**config.mk**
```make
export PLATFORM = sky130hd
export DESIGN_NAME = bpf
export DESIGN_NICKNAME = d
export VERILOG_FILES = /design/src/bpu_pkg.sv /design/src/bpf.sv
export SDC_FILE = /design/constraint.sdc
export NUM_CORES = 1
export LEC_CHECK = 0
export BUFFER_PORTS_ARGS = -buffer_cell sky130_fd_sc_hd__buf_4
export CORE_ASPECT_RATIO = 1.1
export CORE_UTILIZATION = 40
export DETAILED_ROUTE_END_ITERATION = 8
export PLACE_DENSITY = 0.78
export SLEW_MARGIN = 20
export SYNTH_ARGS = -nofsm -noshare
export SYNTH_HDL_FRONTEND = slang
export SYNTH_SLANG_ARGS = --single-unit
```
**constraint.sdc**
```tcl
create_clock -name vclk -period 18.36
set_clock_uncertainty 0.2 [all_clocks]
set_input_delay 3.672 -clock vclk [all_inputs]
set_output_delay 3.672 -clock vclk [all_outputs]
set_load 0.01 [all_outputs]
```
**src/bpu_pkg.sv**
```systemverilog
package bpu_pkg;

	// ----------------------------------------------------------
	// Width constants
	// ----------------------------------------------------------

	// Word program counter, byte address bits [31:2]
	localparam int WPC_W = 30;
	// Local history length
	localparam int LPHR_W = 4;
	// Widest table index, smaller tables use the low bits
	localparam int IDX_W = 8;

	// ----------------------------------------------------------
	// Encodings
	// ----------------------------------------------------------

	// Branch class from decode
	typedef enum logic [1:0] {
		branch_invalid   = 2'd0,
		branch_immediate = 2'd1,
		branch_indirect  = 2'd2,
		branch_condition = 2'd3
	} branch_e;

	// Compare opcode for conditional branches
	typedef enum logic [2:0] {
		cmp_eql = 3'd0,
		cmp_neq = 3'd1,
		cmp_lss = 3'd2,
		cmp_ger = 3'd3,
		cmp_leq = 3'd4,
		cmp_geq = 3'd5,
		cmp_ltu = 3'd6,
		cmp_geu = 3'd7
	} cmp_e;

	// Predictor view of a branch
	typedef enum logic [1:0] {
		kind_pc_relative = 2'd0,
		kind_absolute    = 2'd1,
		kind_call        = 2'd2,
		kind_return      = 2'd3
	} br_kind_e;

	// ----------------------------------------------------------
	// Records
	// ----------------------------------------------------------

	typedef struct packed {
		logic        valid;
		branch_e     branch;
		cmp_e        cmp;
		logic        branch_link;
		logic [25:0] inst25_0;
	} decode_t;

	// Made at fetch, carried to execute by the core
	typedef struct packed {
		logic              taken;
		logic [WPC_W-1:0]  npc;
		logic [LPHR_W-1:0] lphr;
		logic [IDX_W-1:0]  lphr_index;
	} predict_t;

	typedef struct packed {
		logic              flush;
		logic              br_taken;
		logic [WPC_W-1:0]  pc;
		logic [WPC_W-1:0]  br_target;
		br_kind_e          br_kind;
		logic              btb_update;
		logic              bht_update;
		logic              lpht_update;
		logic [LPHR_W-1:0] lphr;
		logic [IDX_W-1:0]  lphr_index;
	} update_t;

endpackage

```
**src/bpf.sv**
```systemverilog
`timescale 1ns/1ps

module bpf (
	input  logic              csr_flush_i,
	input  logic              stall_i,
	input  logic [31:0]       pc_i,
	input  logic [31:0]       rj_i,
	input  logic [31:0]       rd_i,
	input  logic [31:0]       csr_target_i,
	input  bpu_pkg::decode_t  decode_i,
	input  bpu_pkg::predict_t predict_i,
	output bpu_pkg::update_t  update_o,
	output logic [31:0]       pc_link_o
);

	logic [25:0]       offs;
	logic [4:0]        rj_index;
	logic [4:0]        rd_index;
	logic [31:0]       offs_26;
	logic [31:0]       offs_16;
	logic [31:0]       seq_pc;
	logic [31:0]       target;
	logic [31:0]       predict_npc;
	logic              taken;
	logic              is_cond;
	logic              is_branch;
	logic              mispredict;
	bpu_pkg::br_kind_e kind;

	// ----------------------------------------------------------
	// Instruction fields
	// ----------------------------------------------------------
	assign offs     = decode_i.inst25_0;
	assign rj_index = offs[9:5];
	assign rd_index = offs[4:0];

	// Long offset has its high part in the low field
	assign offs_26 = {{4{offs[9]}}, offs[9:0], offs[25:10], 2'b00};
	assign offs_16 = {{14{offs[25]}}, offs[25:10], 2'b00};

	assign is_cond   = (decode_i.branch == bpu_pkg::branch_condition);
	assign is_branch = (decode_i.branch != bpu_pkg::branch_invalid);
	assign seq_pc    = pc_i + 32'd4;

	// ----------------------------------------------------------
	// Condition
	// ----------------------------------------------------------
	always_comb begin
		taken = 1'b0;
		if (is_cond) begin
			case (decode_i.cmp)
				bpu_pkg::cmp_eql: taken = (rj_i == rd_i);
				bpu_pkg::cmp_neq: taken = (rj_i != rd_i);
				bpu_pkg::cmp_lss: taken = ($signed(rj_i) < $signed(rd_i));
				bpu_pkg::cmp_ger: taken = ($signed(rj_i) > $signed(rd_i));
				bpu_pkg::cmp_leq: taken = ($signed(rj_i) <= $signed(rd_i));
				bpu_pkg::cmp_geq: taken = ($signed(rj_i) >= $signed(rd_i));
				bpu_pkg::cmp_ltu: taken = (rj_i < rd_i);
				default:          taken = (rj_i >= rd_i);
			endcase
		end else if (is_branch) begin
			taken = 1'b1;
		end
	end

	// True next PC
	always_comb begin
		case (decode_i.branch)
			bpu_pkg::branch_immediate: target = pc_i + offs_26;
			bpu_pkg::branch_indirect:  target = rj_i + offs_16;
			bpu_pkg::branch_condition: target = taken ? pc_i + offs_16 : seq_pc;
			default:                   target = seq_pc;
		endcase
	end

	// ----------------------------------------------------------
	// Kind seen by the predictor
	// ----------------------------------------------------------
	always_comb begin
		if ((decode_i.branch == bpu_pkg::branch_indirect && rd_index == 5'd1) ||
				decode_i.branch_link) begin
			kind = bpu_pkg::kind_call;
		end else if (decode_i.branch == bpu_pkg::branch_indirect && rj_index == 5'd1 &&
				offs_16 == 32'd0) begin
			kind = bpu_pkg::kind_return;
		end else if (decode_i.branch == bpu_pkg::branch_immediate ||
				decode_i.branch == bpu_pkg::branch_indirect) begin
			kind = bpu_pkg::kind_absolute;
		end else begin
			kind = bpu_pkg::kind_pc_relative;
		end
	end

	assign predict_npc = {predict_i.npc, 2'b00};
	assign mispredict  = decode_i.valid && !stall_i && (predict_npc != target);
	assign pc_link_o   = seq_pc;

	// Update record
	always_comb begin
		update_o.flush       = mispredict || csr_flush_i;
		update_o.br_taken    = taken;
		update_o.pc          = pc_i[31:2];
		update_o.br_target   = csr_flush_i ? csr_target_i[31:2] : target[31:2];
		update_o.br_kind     = kind;
		update_o.btb_update  = mispredict || csr_flush_i;
		update_o.bht_update  = is_branch;
		update_o.lpht_update = is_branch;
		update_o.lphr        = predict_i.lphr;
		update_o.lphr_index  = predict_i.lphr_index;
	end

endmodule

```
Word-level counts from Yosys, hierarchy flattened. Cells that the tools add are included.

Word-level logic and storage cells: 45. RAM bits: 0. Input port bits: 206. Memories: 0. Bits in registers: 0. Memory bits (read-only): 0. Bits in latches: 0.

Reduce and logical (&&, ||, !) cells: 12. Bitwise gates (word level): 0. Shift operators: 0. Equality and inequality tests: 14. Magnitude comparators: 6. Multipliers: 0. $add $sub $neg: 4. Div/mod/pow operators: 0. Muxes and demuxes: 9.

Operator list (count): adder 32 bit (3); case mux 32 bit (3 select lines) (1); greater-or-equal comparator 32 bit (2); < comparator 32 bit (2); != test 32 bit (2); adder 32 x 3 -> 32 bit, second input constant (1); == test 32 bit (1); greater-than comparator 32 bit (1); less-or-equal comparator 32 bit (1); logical NOT 32 bit (1); 2-to-1 mux 32 bit (1); 2-to-1 mux 30 bit (1); == test 5 x 1 -> 1 bit, second input constant (2); == test 3 bit, second input constant (3); case mux 1 bit (7 select lines) (1); == test 3 x 2 -> 1 bit, second input constant (2); logical AND 1 bit (5); == test 2 bit, second input constant (2); 2-to-1 mux 2 bit (2); == test 3 x 1 -> 1 bit, second input constant (1); logical NOT 3 bit (1); logical OR 1 bit (3); 2-to-1 mux 1 bit (3); == test 2 x 1 -> 1 bit, second input constant (1); 2 further kinds (2).

Longest topological paths before layout.
Word-level depth: 8. Mapped depth: 18.

Worst setup path after synthesis. Ideal clock, no wire load.

Path type: input -> output. From: in rd_i[23]. To: out update_o[78] (netlist bit). Slack: 7043 ps. Arrival: 7445 ps. Cell stages on the path: 16. Path buffers: 1. Path through: inv_1 -> ha_1 -> nand4_1 -> nor4_4 -> nand3_1 -> o22a_1 -> and3_4 -> a2111oi_4 -> nor2_2 -> o311a_1 -> or3_1 -> a2111oi_2 -> nand4_1 -> nor4_1 -> a41oi_1 -> buf_4.

RTL lines: start, declared (RTL line bpf.sv:8) `input logic [31:0] rd_i,`; end, declared (RTL line bpf.sv:12) `output bpu_pkg::update_t update_o,`.

==> qor.csv <==
stage;metric;value;unit
power_and_ir_drop;clkPwrFrac;0;
detailed_routing;vias_per_cell;6.15;
finish;seqCellArea;0;µm²
placed_design;io_buffers;290;
power_and_ir_drop;internal_power;155;µW
critical_path;crit_path_start_kind;primary input;
detailed_routing;first_pass_iters;5;
global_route;antenna_found_initial;1;
die;core_area;0.0199;mm²
worst_hold_path;hold_path_class;in2out;
die;num_io_pins;317;
worst_hold_path;hold_depth;0;
detailed_routing;drtIter0Drc;958;
finish;diodes;0;
detailed_routing;drc;0;
critical_path;cp_data_arrival_time;9.36;ns
die;fp-row-count;54;
sta;slew_viol_final;0;
yosys;ys_seq_area_frac;0;
power_and_ir_drop;leakage;0.00471;µW
run_status;outcome;finished clean;
detailed_routing;via_count;10300;
yosys;syn_nets;1528;
power_and_ir_drop;vdd_drop_max;0.0212;mV
global_route;grt_pass1_vias;9242;
finish;nClkBuffers;0;
sta;report.final.setup_viol;0;
power_and_ir_drop;combPwrFrac;1.000;
global_route;grt_remaining_overflow;0;
yosys;ys_warn_count;0;
yosys;synth.distinct_cells;78;
sta;finalCritPeriodShare;0.720;
detailed_routing;ant_nets;0;
yosys;syn_area;0.00811;mm²
global_route;grt.total_usage;0.304;
die;dieArea;0.0208;mm²
sta;setup-tns-final;0;ns
global_route;grt_pass1_wl;48.9;mm
placed_design;dpl.hpwl;27.8;mm
critical_path;critPathKind;in2out;
power_and_ir_drop;power.share.switching;0.575;
finish;drive_gt1_frac;0.234;
critical_path;cp_max_fo;15;
die;initial_core_util;0.408;
finish;n_sequential_cell;0;
power_and_ir_drop;sequentialPowerShare;0;
finish;n_fill_cell;2038;
die;die_y;151;µm
finish;finalCoreUtilization;0.509;
critical_path;cp.required;14.49;ns
sta;fin_crit;13.23;ns
job;cap_violations;0;
detailed_routing;post_drt_wl_per_cell;20.0;µm
finish;syn_to_final_growth;24.8;%
global_route;grt_start_max_net_pins;54;
yosys;netlist_instances;1212;
power_and_ir_drop;p_per_area;36.1;mW/mm²
clock_tree;postCtsHoldBufs;0;
power_and_ir_drop;power.net_switching;210;µW
finish;nets;1735;
sta;tightestPinTransition;0.945;ns
sta;fmax;0.0756;GHz
sta;hold_viol;0;
die;die-width;138;µm
sta;slew_headroom;0.353;
clock_tree;postCtsSetupRepairBufs;0;
detailed_routing;drt-total-wl;33.3;mm
placed_design;gp_congestion;0.983;
critical_path;cp-end-kind;output pin;
yosys;syn_area_per_cell;6.69;µm²
sta;rsz0062_at_grt;no;
clock_tree;cts_resized;0;
final timing paths:
kind          from           end  slack, ns
max       rj_i[31]  update_o[14]       5.13
min   predict_i[0]   update_o[0]       7.14
power by group through the flow:
stage          clock network (µW)  logic [µW]  registers [µW]
3_3_place_gp                    0         353               0
3_5_place_dp                    0         357               0
6_report                        0         365               0
2_1_floorplan                   0         230               0
5_1_grt                         0         394               0
4_1_cts                         0         359               0
per-layer routing:
metal,track usage,share of wire,vias to the layer above
met4,0.129,0.047,0
met2,0.559,0.48,617
met3,0.0291,0.096,85
met1,0.355,0.38,4629
met5,0,0,-
li1,-,-,4941
critical path, stage by stage:
cell and delay [ns]:
buf_4 0.12, ha_1 0.41, nand4_2 0.22, nor4_1 0.50, nand2_1 0.15, mux2_2 0.30, a2bb2oi_1 0.31, and2_1 0.63
a21oi_1 0.38, a22oi_1 0.24, o2bb2ai_1 0.22, a2111oi_0 0.92, nand4_1 0.46, nor4_1 0.40, a41oi_1 0.22, buf_4 0.20
metrics by stage:
step	hold WS, ns	instance area [µm²]	power [µW]	instances	setup WS [ns]
3_5_place_dp	7.14	10100	357	1669	5.31
6_report	7.14	10100	365	1669	5.13
5_1_grt	7.14	10100	394	1669	4.85
3_3_place_gp	7.14	10100	353	1669	5.42
4_1_cts	7.14	10100	359	1669	5.31
2_1_floorplan	7.19	8110	230	1212	7.04
placed cells by master (no fill, tap or decap), types with 7 or more instances in the layout:
| cell | synthesis | routed |
|---|---|---|
| a2111oi_0 | 8 | 8 |
| a22oi_1 | 7 | 7 |
| mux2_2 | 19 | 19 |
| a221oi_1 | 11 | 11 |
| a211o_1 | 9 | 9 |
| mux2i_1 | 11 | 11 |
| nor4_1 | 13 | 13 |
| nor2b_1 | 9 | 9 |
| nor2_1 | 74 | 74 |
| inv_1 | 73 | 73 |
| o211ai_1 | 16 | 16 |
| a21oi_1 | 101 | 101 |
| nor3_1 | 32 | 32 |
| and3_1 | 16 | 16 |
| xor2_1 | 42 | 42 |
| o21a_1 | 14 | 14 |
| a31oi_1 | 21 | 21 |
| or3_1 | 9 | 9 |
| and2_1 | 10 | 10 |
| a211oi_1 | 17 | 17 |
| xnor2_1 | 49 | 49 |
| a21o_1 | 25 | 25 |
| o21ai_0 | 72 | 72 |
| a221o_1 | 7 | 7 |
| nand4_1 | 28 | 28 |
| nand2_1 | 132 | 132 |
| nand3b_1 | 7 | 7 |
| nand3_1 | 44 | 44 |
| ha_1 | 108 | 108 |
| o31ai_1 | 10 | 10 |
| nand2b_1 | 11 | 11 |
| buf_4 | 49 | 297 |
cell usage after synthesis (all sizes together) (14+ instances only):
master  count  area, µm²
inv        73        274
buf        54        390
o21ai      73        365
a211oi     17        128
a31oi      21        131
nand2     132        495
nor4       14        103
nor3       32        160
o211ai     16        120
nand4      29        188
ha        108       1350
xnor2      49        429
mux2       19        214
o21a       14        105
xor2       42        368
nand3      44        220
a21oi     101        505
a21o       25        188
nor2       75        284
clkbuf     38        143
and3       17        111
layout make-up:
type                            count  area, µm²  area share
Multi-Input combinational cell   1046       7300       0.721
Timing Repair Buffer              297       2230       0.220
Inverter                           74        278      0.0275
Tap cell                          252        315      0.0312
cell families after synthesis:
| kind of cell | count (synthesis) | synth area share |
|---|---|---|
| and+or+nand+nor | 415 | 0.255 |
| AOI/OAI and AO/OA | 400 | 0.335 |
| buffers and inverters | 166 | 0.100 |
| adders and majority gates | 110 | 0.172 |
| xor gates and xnor gates | 91 | 0.0983 |
| muxes | 30 | 0.0400 |
Power figures use the tool's default switching activity.
